==> src/source/hci_defines.svh <==
// hci subsystem parameters for channel count, address, data and byte widths and FIFO depth
`ifndef HCI_DEFINES_SVH
`define HCI_DEFINES_SVH

// number of initiator channels into the shared bank
`define HCI_NB_CHAN 4

// id width as log2 of the channel count
`define HCI_IW 2

// word address width so the bank holds 2**HCI_AW words
`define HCI_AW 8

// data word and byte widths giving DW/BW byte enables per word
`define HCI_DW 32
`define HCI_BW 8

// default depth of the memory-side request FIFO
`define HCI_FIFO_DEPTH 4

`endif

==> src/source/hci_pkg.sv <==
// hci shared types: channel-side and memory-side request/response structs
`include "hci_defines.svh"

package hci_pkg;

  // request from one initiator channel
  // wen high means read, low means write
  typedef struct packed {
    logic                           req;
    logic                           wen;
    logic [`HCI_AW-1:0]             add;
    logic [`HCI_DW-1:0]             data;
    logic [`HCI_DW/`HCI_BW-1:0]     be;
    logic                           r_ready;
  } hci_chan_req_t;

  // response back to one initiator channel
  typedef struct packed {
    logic                           gnt;
    logic                           r_valid;
    logic [`HCI_DW-1:0]             r_data;
  } hci_chan_rsp_t;

  // tagged request on the memory side
  // id carries the number of the channel that issued it
  typedef struct packed {
    logic                           req;
    logic                           wen;
    logic [`HCI_AW-1:0]             add;
    logic [`HCI_DW-1:0]             data;
    logic [`HCI_DW/`HCI_BW-1:0]     be;
    logic [`HCI_IW-1:0]             id;
  } hci_mem_req_t;

  // response on the memory side
  // r_id is the reflected request id, r_ready travels beside it as a plain level
  typedef struct packed {
    logic                           gnt;
    logic                           r_valid;
    logic [`HCI_DW-1:0]             r_data;
    logic [`HCI_IW-1:0]             r_id;
  } hci_mem_rsp_t;

endpackage

==> src/source/hci_ooo_mux.sv <==
// hci out-of-order mux: arbitrates N channels into one id-tagged stream, routes responses by id
`include "hci_defines.svh"

module hci_ooo_mux
  import hci_pkg::*;
(
  input  logic                                  clk_i,
  input  logic                                  rst_ni,
  input  logic                                  clear_i,

  input  logic                                  priority_force_i,
  input  logic [`HCI_NB_CHAN-1:0][`HCI_IW-1:0]  priority_i,

  input  hci_chan_req_t [`HCI_NB_CHAN-1:0]      chan_req,
  output hci_chan_rsp_t [`HCI_NB_CHAN-1:0]      chan_rsp,

  output hci_mem_req_t                          mem_req,
  input  hci_mem_rsp_t                          mem_rsp,
  output logic                                  mem_r_ready
);

  localparam int unsigned nb_chan = `HCI_NB_CHAN;
  localparam int unsigned iw      = `HCI_IW;

  logic [iw-1:0]              rr_cnt_q;
  logic [nb_chan-1:0][iw-1:0] prio_list;
  logic [iw-1:0]              winner;
  logic                       mem_hs;

  // one transfer into the FIFO per cycle at most
  assign mem_hs = mem_req.req & mem_rsp.gnt;

  // round-robin pointer, moves one slot per memory-side transfer
  always_ff @(posedge clk_i or negedge rst_ni) begin
    if (!rst_ni) begin
      rr_cnt_q <= '0;
    end else if (clear_i) begin
      rr_cnt_q <= '0;
    end else if (mem_hs) begin
      if (rr_cnt_q == iw'(nb_chan - 1)) begin
        rr_cnt_q <= '0;
      end else begin
        rr_cnt_q <= rr_cnt_q + 1'b1;
      end
    end
  end

  // priority list, rank 0 is checked first
  // forced mode takes the outside list as is
  for (genvar r = 0; r < nb_chan; r++) begin : gen_prio
    assign prio_list[r] = priority_force_i ? priority_i[r] :
                          iw'((int'(rr_cnt_q) + r) % nb_chan);
  end

  // first rank whose channel has req high wins
  // no request at all falls back to the counter, gnt stays low anyway
  always_comb begin
    logic found;
    found  = 1'b0;
    winner = rr_cnt_q;
    for (int r = 0; r < nb_chan; r++) begin
      if (!found && chan_req[prio_list[r]].req) begin
        winner = prio_list[r];
        found  = 1'b1;
      end
    end
  end

  // forward winner fields, tag with its channel number
  always_comb begin
    mem_req.req  = chan_req[winner].req;
    mem_req.wen  = chan_req[winner].wen;
    mem_req.add  = chan_req[winner].add;
    mem_req.data = chan_req[winner].data;
    mem_req.be   = chan_req[winner].be;
    mem_req.id   = winner;
  end

  // response side: ready comes from the channel that owns the returning id
  assign mem_r_ready = chan_req[mem_rsp.r_id].r_ready;

  for (genvar i = 0; i < nb_chan; i++) begin : gen_chan_rsp
    // gnt only to the winner, and only while it asks
    assign chan_rsp[i].gnt     = (winner == iw'(i)) & chan_req[i].req & mem_rsp.gnt;
    // valid steered by the reflected id
    assign chan_rsp[i].r_valid = (mem_rsp.r_id == iw'(i)) & mem_rsp.r_valid;
    // data is shared, valid picks the receiver
    assign chan_rsp[i].r_data  = mem_rsp.r_data;
  end

endmodule

==> config.mk <==
export PLATFORM = sky130hd
export DESIGN_NAME = hci_ooo_mux
export DESIGN_NICKNAME = d
export VERILOG_FILES = /design/src/source/hci_pkg.sv /design/src/source/hci_ooo_mux.sv
export VERILOG_INCLUDE_DIRS = /design/src /design/src/source
export SDC_FILE = /design/constraint.sdc
export NUM_CORES = 1
export LEC_CHECK = 0
export ABC_AREA = 1
export BUFFER_PORTS_ARGS = -buffer_cell sky130_fd_sc_hd__buf_2
export CELL_PAD_IN_SITES_DETAIL_PLACEMENT = 0
export CELL_PAD_IN_SITES_GLOBAL_PLACEMENT = 1
export CORE_AREA = 3 3 162 164
export CTS_CLUSTER_SIZE = 16
export DETAILED_ROUTE_END_ITERATION = 16
export DIE_AREA = 0 0 165 167
export HOLD_SLACK_MARGIN = 0.06
export PLACE_DENSITY_LB_ADDON = 0.05
export SETUP_SLACK_MARGIN = 0.02
export SLEW_MARGIN = 20
export SYNTH_ARGS = -nofsm -noshare
export SYNTH_HDL_FRONTEND = slang
export SYNTH_SLANG_ARGS = --single-unit
==> constraint.sdc <==
create_clock -name clk_i -period 2.8 [get_ports clk_i]
set_input_delay 0.56 -clock clk_i [delete_from_list [all_inputs] [get_ports clk_i]]
set_output_delay 0.56 -clock clk_i [all_outputs]
set_load 0.03 [all_outputs]
Word-level counts from Yosys, hierarchy flattened

Cells that the tools add are included.

Muxes and demuxes: 26
Add/subtract/negate cells: 4
Bitwise operators: 13
Equality and inequality tests: 7
Order comparisons: 6
Reductions and logical operators: 9

Operator list:

| kind                                                        | count |
|---|---|
| binary-select mux 47 bit (select 2 bit)                     | 6 |
| 2-to-1 mux 47 bit                                           | 5 |
| 2-to-1 mux 2 bit                                            | 11 |
| less-than comparator 2 x 3 -> 1 bit (second input constant) | 6 |
| AND 1 bit                                                   | 13 |
| equality test 2 bit (second input constant)                 | 5 |
| adder 2 x 1 -> 2 bit (second input constant)                | 2 |
| adder 2 bit (second input constant)                         | 2 |
| equality test 2 x 1 -> 1 bit (second input constant)        | 2 |
| zero test 2 bit                                             | 2 |
| 2-to-1 mux 1 bit                                            | 4 |
| logical AND 1 bit                                           | 3 |
| zero test 1 bit                                             | 3 |
| nonzero test 2 bit                                          | 1 |

Bits of input ports: 236
Logic and storage cells: 66
Register bits: 2

Longest topological paths before layout

Depth in word-level cells: 18
Depth in mapped cells: 20
Gate-level depth less buffers: 20

Worst setup path after synthesis

No wires, ideal clock.

Path type: input to output
From: input priority_force_i
To: output chan_rsp[101] (netlist bit)
Required time: 2.240 ns
Stages on the path: 15
Path slack: -0.471 ns
Data arrival time: 2.711 ns
Buffers on the path: 0
Path through: inv_2 nand2_4 nand2_2 nand2_1 nand2_1 nand2_1 nand2_2 inv_2 nor2_2 o21ai_1 nand2_1 nand2_1 nand2_4 inv_4 nor4_1

RTL lines:

| what            | line              | source |
|---|---|---|
| start, declared | hci_ooo_mux.sv:11 | `input logic priority_force_i,` |
| end, declared   | hci_ooo_mux.sv:15 | `` output hci_chan_rsp_t [`HCI_NB_CHAN-1:0] chan_rsp, `` |

==> flow_summary.ini <==
[run_status]
violations = setup timing
status = finished with violations

[clock_network]
path_clk_slew_ps = 30
clock_sinks = 2
cts.htree.levels = 1
numCtsBuffers = 3
cts_hold_buf = 0
worstSkewPairLatency_ps = 220
clockBufferDepth = 2
cts-root-buf = clkbuf_16
cts_tree = yes

[synthesis]
yosysSeqAreaShare_pct = 1.82
avgSynthCellArea_um2 = 5.42
ys.warnings.count = 0
syn_inst = 508
synth_area_um2 = 2750
yosysUniqueCellTypes = 24
syn_nets = 744
ys_ff_latch = 2

[layout]
seqCellArea_um2 = 52.6
regMostFlops = rr_cnt_q
finish.utilization_pct = 20.3
final_area_um2 = 5080
area_growth_syn_to_layout_pct = 84.5
layout_commonest_cell = buf_2
largest_reg_flops = 2
fillCellCount = 2890
final_cell_mix = 207 x buf_2, 197 x nand2_1, 59 x buf_6, 48 x nand4_1, 36 x buf_4
nNetsFinal = 937
multi_input_area_um2 = 1810
top_regs = rr_cnt_q (2)
drive_gt1_share_pct = 57.9

[drt]
postRouteAntennaNets = 0
drcViolationCount = 0
wl_per_cell_um = 17.5
drt-total-wl_um = 18100
vias = 3886
first_iter_violations = 165
drtPass1Iterations = 4
via_per_inst = 3.77

[flow_run]
maxCapViolCount = 0

[setup_path]
critPathCaptureType = output port
path_buf_inv = 8
startpoint_type = register
cpPeakStageDelay_ps = 450
slowest_stage = dfrtp_2
crit_top_cell = buf_12
r2r_cells = 22
cp_max_fo = 5
critPathRequiredTime_ps = 2240
path_cells = buf_12 > nand2_8 > nand2_4 > nand2_2 > nand3_2 > nand2_4 > inv_4 > nor2_4 > o21ai_1 > nand3_1 > nand3b_1 > nand2_4 > buf_12 > inv_12 > nor2_8 > buf_12 > buf_12 > buf_16 > nand2_1 > nand4_1 > buf_6
crit_type = reg2out
r2r_start = rr_cnt_q[0]
arrival_ps = 2670
cp_top_family = simple AND/OR/NAND/NOR gates
regToRegSetupSlack_ps = 260
r2r_end = rr_cnt_q[0]

[timing]
worstMarginPinSlew_ps = 332
fin_crit_ps = 3230
rsz0062_at_grt = yes
hold_viol = 0
finalMaxSlewViolations = 0
whs_ps = 119
period_share_pct = 115
clock.fmax_mhz = 309
fin_ws_ps = -432
finalClockSkew_ps = 0.109
slew_headroom_pct = 77.8
setup_viol = 50

[global_route]
grt_pass1_vias = 4011
grt_first_pass_wirelength_um = 25100
gr-total-overflow = 0
track_usage_pct = 11.7
antenna_found_initial = 5
grt_max_degree = 23

[power]
leakagePower_nw = 2.53
power_density_nw_per_um2 = 918
total_power_mw = 4.66
vdd_ir_drop_max_mv = 0.432

[placement]
dpl_worst_slack_ps = -624
globalplace.congestion = 0.746
post-dp-hpwl_um = 13800
io_buffers = 260
dpl_cell_area_um2 = 3870

[die]
dieArea_um2 = 27600
die_y_um = 167
fp-row-count = 58
pin_count = 421
die_x_um = 165
start_util_pct = 11.0
core-area_um2 = 25000

[worst_hold_path]
worstHoldPathType = in2async
## power by group
part	internal [mW]	switching [mW]
logic	2.00	2.40
registers	0.0355	0.0116
clock network	0.182	0.0325
total	2.22	2.44
## per-stage QoR
step | TNS (ps) | std cells
after floorplan | -1820 | 508
after global placement | -26040 | 994
after detailed placement | -26340 | 994
after CTS | -18880 | 1025
after global routing | -26160 | 1030
final | -17980 | 1031
## logic make-up (layout without fill, tap and decap cells)
family	Yosys count	count (layout)	synth area share, %
buffers and inverters	165	355	41.2
AND/OR/NAND/NOR	335	336	55.6
flip-flops	2	2	1.82
other	0	2	0
AO/OA/AOI/OAI	6	6	1.32
## worst register-to-register path: cells and delay by family, from the launching register on
family                 cells  cell delay, ps
buffers and inverters      5             710
and+or+nand+nor           17            1320
DFF                        1             450
## metal layers
metal | global-route usage [%] | vias to the layer above | wire length (um)
met5 | 0 | - | 35
met4 | 1.17 | 6 | 76
met3 | 4.05 | 12 | 1820
met2 | 21.6 | 212 | 9140
met1 | 13.4 | 1746 | 6990
li1 | - | 1910 | -
## synthesized netlist by cell type, drive strengths merged
| cell | n | area, um2 |
|---|---|---|
| dfrtp | 2 | 50.1 |
| o21ai | 5 | 28.8 |
| o211ai | 1 | 7.51 |
| buf | 144 | 1050 |
| nand4 | 48 | 300 |
| inv | 21 | 83.8 |
| nand3 | 28 | 145 |
| nand3b | 1 | 7.51 |
| or2 | 1 | 6.26 |
| nor4 | 4 | 25.0 |
| nand2 | 235 | 912 |
| nor3 | 4 | 20.0 |
| nor2 | 14 | 114 |
## worst max-delay path by stage
stage	startpoint	end	slack, ps	depth (start not counted)
6_report	rr_cnt_q[0]	mem_req[30]	-430	21
5_1_grt	rr_cnt_q[0]	mem_req[30]	-600	22
4_1_cts	rr_cnt_q[0]	mem_req[31]	-440	17
3_3_place_gp	priority_force_i	mem_req[28]	-600	18
2_1_floorplan	priority_force_i	mem_req[10]	-50	16
3_5_place_dp	priority_force_i	mem_req[28]	-620	18
## cell type report
type	instances	share of cell area, %
diodes	2	0.0986
clock buffers	3	1.48
inverters	21	2.24
multi-input cells	342	35.7
flip-flops and latches	2	1.04
well taps	330	8.13
repair buffers	331	51.3
## what timing repair did
action,in CTS,in global routing
pin swaps,11,25
gates resized for setup,170,24
cloned,8,4
setup buffers,20,1
setup endpoints to repair,52,54
No activity file was read; power rests on OpenSTA's default activity.
