<file path="src/source/hci_defines.svh">
// hci subsystem parameters for channel count, address, data and byte widths and FIFO depth
`ifndef HCI_DEFINES_SVH
`define HCI_DEFINES_SVH

// number of initiator channels into the shared bank
`define HCI_NB_CHAN 4

// id width as log2 of the channel count
`define HCI_IW 2

// word address width so the bank holds 2**HCI_AW words
`define HCI_AW 8

// data word and byte widths giving DW/BW byte enables per word
`define HCI_DW 32
`define HCI_BW 8

// default depth of the memory-side request FIFO
`define HCI_FIFO_DEPTH 4

`endif

</file>
<file path="src/source/hci_pkg.sv">
// hci shared types: channel-side and memory-side request/response structs
`include "hci_defines.svh"

package hci_pkg;

  // request from one initiator channel
  // wen high means read, low means write
  typedef struct packed {
    logic                           req;
    logic                           wen;
    logic [`HCI_AW-1:0]             add;
    logic [`HCI_DW-1:0]             data;
    logic [`HCI_DW/`HCI_BW-1:0]     be;
    logic                           r_ready;
  } hci_chan_req_t;

  // response back to one initiator channel
  typedef struct packed {
    logic                           gnt;
    logic                           r_valid;
    logic [`HCI_DW-1:0]             r_data;
  } hci_chan_rsp_t;

  // tagged request on the memory side
  // id carries the number of the channel that issued it
  typedef struct packed {
    logic                           req;
    logic                           wen;
    logic [`HCI_AW-1:0]             add;
    logic [`HCI_DW-1:0]             data;
    logic [`HCI_DW/`HCI_BW-1:0]     be;
    logic [`HCI_IW-1:0]             id;
  } hci_mem_req_t;

  // response on the memory side
  // r_id is the reflected request id, r_ready travels beside it as a plain level
  typedef struct packed {
    logic                           gnt;
    logic                           r_valid;
    logic [`HCI_DW-1:0]             r_data;
    logic [`HCI_IW-1:0]             r_id;
  } hci_mem_rsp_t;

endpackage

</file>
<file path="src/source/hci_req_fifo.sv">
// hci request FIFO: registered circular buffer between mux and bank, id passed through untouched
`include "hci_defines.svh"

module hci_req_fifo
  import hci_pkg::*;
#(
  parameter int unsigned depth = `HCI_FIFO_DEPTH
) (
  input  logic         clk_i,
  input  logic         rst_ni,
  input  logic         clear_i,

  input  hci_mem_req_t in_req,
  output logic         in_gnt,

  output hci_mem_req_t out_req,
  input  logic         out_gnt
);

  localparam int unsigned ptr_w = (depth > 1) ? $clog2(depth) : 1;
  localparam int unsigned cnt_w = $clog2(depth + 1);

  hci_mem_req_t     fifo_q [depth];
  logic [ptr_w-1:0] wr_ptr_q;
  logic [ptr_w-1:0] rd_ptr_q;
  logic [cnt_w-1:0] cnt_q;
  logic             full;
  logic             empty;
  logic             push;
  logic             pop;

  assign full  = (cnt_q == cnt_w'(depth));
  assign empty = (cnt_q == '0);

  // accept whenever a slot is free
  assign in_gnt = ~full;
  assign push   = in_req.req & ~full;
  assign pop    = out_req.req & out_gnt;

  // head entry, req rebuilt from occupancy
  always_comb begin
    out_req     = fifo_q[rd_ptr_q];
    out_req.req = ~empty;
  end

  // entry storage, whole tagged request
  always_ff @(posedge clk_i) begin
    if (push) begin
      fifo_q[wr_ptr_q] <= in_req;
    end
  end

  // pointers wrap at depth, not at a power of two
  always_ff @(posedge clk_i or negedge rst_ni) begin
    if (!rst_ni) begin
      wr_ptr_q <= '0;
      rd_ptr_q <= '0;
      cnt_q    <= '0;
    end else if (clear_i) begin
      wr_ptr_q <= '0;
      rd_ptr_q <= '0;
      cnt_q    <= '0;
    end else begin
      if (push) begin
        wr_ptr_q <= (wr_ptr_q == ptr_w'(depth - 1)) ? '0 : wr_ptr_q + 1'b1;
      end
      if (pop) begin
        rd_ptr_q <= (rd_ptr_q == ptr_w'(depth - 1)) ? '0 : rd_ptr_q + 1'b1;
      end
      // occupancy, simultaneous push and pop leaves it unchanged
      case ({push, pop})
        2'b10:   cnt_q <= cnt_q + 1'b1;
        2'b01:   cnt_q <= cnt_q - 1'b1;
        default: cnt_q <= cnt_q;
      endcase
    end
  end

endmodule

</file>
<file path="config.mk">
export PLATFORM = sky130hd
export DESIGN_NAME = hci_req_fifo
export DESIGN_NICKNAME = d
export VERILOG_FILES = /design/src/source/hci_pkg.sv /design/src/source/hci_req_fifo.sv
export VERILOG_INCLUDE_DIRS = /design/src /design/src/source
export SDC_FILE = /design/constraint.sdc
export NUM_CORES = 1
export LEC_CHECK = 0
export ABC_CLOCK_PERIOD_IN_PS = 3600
export BUFFER_PORTS_ARGS = -buffer_cell sky130_fd_sc_hd__buf_2
export CAP_MARGIN = 10
export CORE_ASPECT_RATIO = 2
export CORE_MARGIN = 2
export CORE_UTILIZATION = 50
export DETAILED_ROUTE_END_ITERATION = 8
export HOLD_SLACK_MARGIN = 0.15
export PLACE_DENSITY_LB_ADDON = 0.15
export RECOVER_POWER = 100
export SYNTH_ARGS = -nofsm -noshare
export SYNTH_HDL_FRONTEND = slang
export SYNTH_SLANG_ARGS = --single-unit
</file>
<file path="constraint.sdc">
create_clock -name clk_i -period 3.6 [get_ports clk_i]
set_input_delay 0.18 -clock clk_i [delete_from_list [all_inputs] [get_ports clk_i]]
set_output_delay 0.18 -clock clk_i [all_outputs]
set_load 0.05 [all_outputs]
</file>
# == Word level (Yosys, flattened, before mapping) ==
# Memories as Yosys holds them, arrays and structs flattened.
# Cells that the tools add are included.
# word_totals
ramBits,192
wordCells,31
ff_bits,7
mem_count,1
# memory_table
memory,depth,width,rd,rd_clocked_by_memory_dff,wr,line_no,source
fifo_q,4,48,1,0,1,hci_req_fifo.sv:23,hci_mem_req_t fifo_q [depth];
# classes
muxes,10
bitwise,4
reduce_logical,4
addsub,4
eq_ne,5
# ops
op,n
$mux W2,6
$eq A2 B2 Y1 const B,3
$pmux W3 S2,1
$add A2 B1 Y2 const B,2
$reduce_bool A2 Y1,2
$add A3 B1 Y3 const B,1
$eq A3 B3 Y1 const B,1
$logic_not A3 Y1,1
$mux W3,1
$reduce_bool A3 Y1,1
$sub A3 B1 Y3 const B,1
$and A1 B1 Y1,2
$eq A2 B1 Y1 const B,1
$mux W1,2
$not A1 Y1,2

# == Longest topological paths before layout ==
# depth
ltp_word,6
ltp_mapped,7
depth_no_buf,7

# == Least setup slack after synthesis ==
# No wires, ideal clock.
# synth_path
path_kind,reg-to-reg
start,register cnt_q[0]
end,"memory fifo_q[0][0] (netlist bit), enable pin"
slack_ps,1203
synth_period_minus_slack_ps,2397
t_arrival_ps,1987
setup_ps,409
path_buffers,0
path_stages_with_launch,4
t_required_ps,3191
cell_sequence,dfrtp_1 nor2_1 a21oi_2 and2_1
# synth_between
elab_chain_len,5
# synth_lines
item,line_no,source
start: declaration,hci_req_fifo.sv:26,logic [cnt_w-1:0] cnt_q;
start signal: assignment,hci_req_fifo.sv:72,2'b10: cnt_q <= cnt_q + 1'b1;
start signal: assignment,hci_req_fifo.sv:73,2'b01: cnt_q <= cnt_q - 1'b1;
start signal: assignment,hci_req_fifo.sv:74,default: cnt_q <= cnt_q;
$eq A3 B3 Y1,hci_req_fifo.sv:32,assign full = (cnt_q == cnt_w'(depth));
$not A1 Y1,hci_req_fifo.sv:37,assign push = in_req.req & ~full;
$and A1 B1 Y1,hci_req_fifo.sv:37,
$mux W1,hci_req_fifo.sv:48,if (push) begin
$mux W1 (not written as such),hci_req_fifo.sv:49,fifo_q[wr_ptr_q] <= in_req;
end: declaration,hci_req_fifo.sv:23,
# Every way passes these cells.

# == Final worst setup path ==
# layout_path
start,register cnt_q[0]
end,"memory fifo_q[2][29] (netlist bit), enable pin"
# Same word-level chain as after synthesis.

==> results.md <==
- Outcome: finished clean
- XOR/XNOR Fraction of Synth Area: less than 1%
- RSZ-0062 raised after global routing: no
- Dpl cell area: 0.00803 mm2
- Req. time, crit path: 3.72 ns
- EDFF count, synth: 188
- Leak Pwr: 2.89 nW
- Area Overhead vs Synth: 23.0%
- H-tree depth: 4
- Worst hold endpoint: cnt_q[2]$_DFFE_PN0P_
- Diode count: 0
- Final Routed Wirelength: 12,900 um
- Top post-synthesis cells by count: edfxtp_1 (188), mux4_2 (45), nor2_1 (8)
- Worst Hold Launch: in_req[47]
- Most numerous cell in the Yosys netlist: edfxtp_1
- Synth Register Bits: a little under 200
- Post-synthesis cell type count: 33
- Combinational Power Share: 20.8%
- Worst R2R Path Depth: 4
- GRT Overall Usage: between 10% and 20%
- Synth Area in Adders: 0.956%
- Pins over their slew limit: 0
- Ratio of cells with drive above 1 in the final layout: 18.8%
- Internal power: around 4.2 mW
- Area taken by multi-input logic gates: 0.00138 mm2
- Syn_nets: 364
- Initial antenna violation count: 0
- Slew @ Worst Pin: 1.43 ns
- Die W: about 90 um
- Clk Latency, worst-skew pair: around 0.42 ns
- Clk network pwr share: 32.3%
- Crit path max fanout: 28
- Boundary pin count: 101
- Pre-antenna DRT Iters: 4
- TritonCTS buffer count: 17
- Grt ovf: 0
- Fin nets: 527
- Largest family of logic cells by synthesized area: multiplexers
- Vias in the first global route: between 3,000 and 4,000
- TritonCTS clock tree: yes
- Worst Setup Path Type: flip-flop to flip-flop
- Clock Sinks: 195
- Avg Vias per Cell: around 5.3
- First-pass GRT wire length: 19,900 um
- Post-route cell area: 0.00902 mm2
- FF+latch area: 0.00583 mm2
- Die area: 0.0157 mm2
- Ranking of synthesized cells by area: edfxtp_1 (77%), mux4_2 (14%), dfrtp_1 (2.4%)
- Fmax: 344 MHz
- Startpoint Class: flip-flop
- Power Density: 667 mW/mm2
- Iteration-0 DRC Markers: around 160
- Fin crit share: 80.7%
- Mux cell area share after synthesis: 14.7%
- Post-route minimum period: around 2.9 ns
- Post-CTS sizing: 0
- I/O Buffers: 100
- GP Congestion: between 0.7 and 0.8
- Reg2reg start: cnt_q[0]$_DFFE_PN0P_
- Largest net degree at the start of global routing: 50
- Top FF cell, synth: edfxtp_1
- Worst setup EP type: flip-flop
- Fillers: 1,062
- Count of final setup violators: 0
- Hold Path Class: input port to flip-flop
- Setup tns final: 0 ns
- Simple-Gate Fraction of Synth Area: approximately 1.4%
- CP Data Arrival Time: 3.03 ns
- Detailed-placement wirelength estimate: 7790 um
- Core Rows: 62
- Worst Skew: 0.00502 ns
- WL per Instance: about 19 um
- Ys Warns: 0
- Root Driver: clkbuf_16
- Compound-Gate Fraction of Synth Area: 1.31%
- Seq pwr share: a little under half
- Flop2flop setup slack: just under 0.7 ns
- Drc violations: 0
- Reg2Reg Capture Point: fifo_q[2][29]$_DFFE_PP_
- NetSw: between 1.5 and 2 mW
- Total of max-cap violations: 0
- Clock slew at reported path FFs: around 0.070 ns
- Mapped Area: 0.00733 mm2
- Sw Share: between 30 and 40%
- Vias after detailed routing: 3,547
- Synth async-reset ratio: under 10%
- Die H: about 180 um
- Core Footprint: 0.0144 mm2
- Syn Area/Cell: approximately 24 um2
- Synth Instances: 307
- Post-synth top area share: 77.0%
- Final hold vios: 0
- CTS Buffer Depth: 2
- Rel. slew slack: 4.90%
- Peak VDD IR: 0.532 mV
- Area leader, netlist: edfxtp_1
- Final antenna-violating net count: 0
- Seq/Total Area, Yosys: 79.4%
- Starting Density: 51.1%
- Hold path cells: 4
==> final cells by class <==
cell class	count	share of cell area, %
Clock buffer	18	4.76
Inverter	5	0.208
Clock inverter	14	2.14
Multi-Input combinational cell	93	15.3
Tap cell	192	2.66
Timing Repair Buffer	158	10.3
Sequential cell	195	64.6
==> registers in the layout, summed over array words and instances (netlist names) <==
name and flops:
cnt_q 3, rd_ptr_q 2, fifo_q 188, wr_ptr_q 2
==> power groups by stage <==
stage / Clock (mW) / Combinational, mW / Sequential, mW
floorplan: 0 / 1.09 / 2.77
global placement: 0 / 1.26 / 2.87
detailed placement: 0 / 1.27 / 2.88
CTS: 1.99 / 1.32 / 2.83
global route: 2.07 / 1.32 / 2.85
finish: 1.94 / 1.25 / 2.82
==> worst max-delay path: stages (launching register included) <==
cell     delay (ns)
dfrtp_1        0.49
nor2_1         0.13
a21oi_1        0.44
and2_1         1.16
buf_4          0.38
==> layout by cell type (no fill, tap or decap), types with 2 or more instances in the layout <==
| master | n |
|---|---|
| nand2_1 | 2 |
| xor2_1 | 2 |
| inv_8 | 3 |
| and2_0 | 2 |
| inv_6 | 3 |
| clkbuf_1 | 97 |
| mux4_1 | 2 |
| inv_1 | 5 |
| mux4_2 | 45 |
| buf_2 | 4 |
| clkinv_4 | 4 |
| clkbuf_2 | 3 |
| clkbuf_16 | 17 |
| dfrtp_1 | 5 |
| buf_4 | 5 |
| nor2_1 | 8 |
| o21ai_0 | 3 |
| xnor2_1 | 2 |
| a21oi_1 | 5 |
| o22ai_1 | 2 |
| bufinv_16 | 3 |
| edfxtp_1 | 188 |
| dlygate4sd3_1 | 50 |
| nand3_1 | 2 |
| ha_1 | 4 |
==> through the flow <==
| step | total power, mW | util (%) | hold WS (ns) | std cells | setup slack [ns] |
|---|---|---|---|---|---|
| 3_5_place_dp | 4.15 | 56.0 | 0.0290 | 593 | 1.30 |
| 4_1_cts | 6.13 | 63.8 | 0.199 | 675 | 0.913 |
| 6_report | 6.01 | 62.8 | 0.221 | 675 | 0.694 |
| 5_1_grt | 6.24 | 62.8 | 0.227 | 675 | 0.426 |
| 2_1_floorplan | 3.87 | - | -0.116 | 307 | 1.20 |
| 3_3_place_gp | 4.13 | 56.0 | 0.0269 | 593 | 1.37 |
==> logic make-up after synthesis <==
logic type                 after synthesis
AOI/OAI and AO/OA                       15
muxes                                   48
DFF                                    195
buffers and inverters                   19
adders and majority gates                5
xor gates and xnor gates                 4
and+or+nand+nor                         21
==> routing by layer <==
layer  routed length (um)  global-route usage [%]  vias to the layer above
met1                 5090                    20.8                     1841
met2                 7120                    30.4                       78
li1                     -                       -                     1615
met4                  230                    6.22                        0
met3                  479                    4.42                       13
met5                    0                       0                        -
==> repair_timing <==
item,CTS,global route
setup buffers,0,0
hold endpoints to repair,202,0
hold buffers,50,0
==> how the worst max path moves through the flow <==
stage | from | end | slack (ns) | cells after the start
floorplan | cnt_q[0]$_DFFE_PN0P_ | fifo_q[0][0]$_DFFE_PP_ | 1.20 | 3
global placement | rd_ptr_q[0]$_DFFE_PN0P_ | out_req[7] | 1.37 | 2
detailed placement | cnt_q[0]$_DFFE_PN0P_ | fifo_q[2][40]$_DFFE_PP_ | 1.30 | 4
CTS | rd_ptr_q[0]$_DFFE_PN0P_ | out_req[1] | 0.91 | 2
global route | cnt_q[0]$_DFFE_PN0P_ | fifo_q[2][24]$_DFFE_PP_ | 0.43 | 4
finish | cnt_q[0]$_DFFE_PN0P_ | fifo_q[2][29]$_DFFE_PP_ | 0.69 | 4
Power figures use the tool's default switching activity.
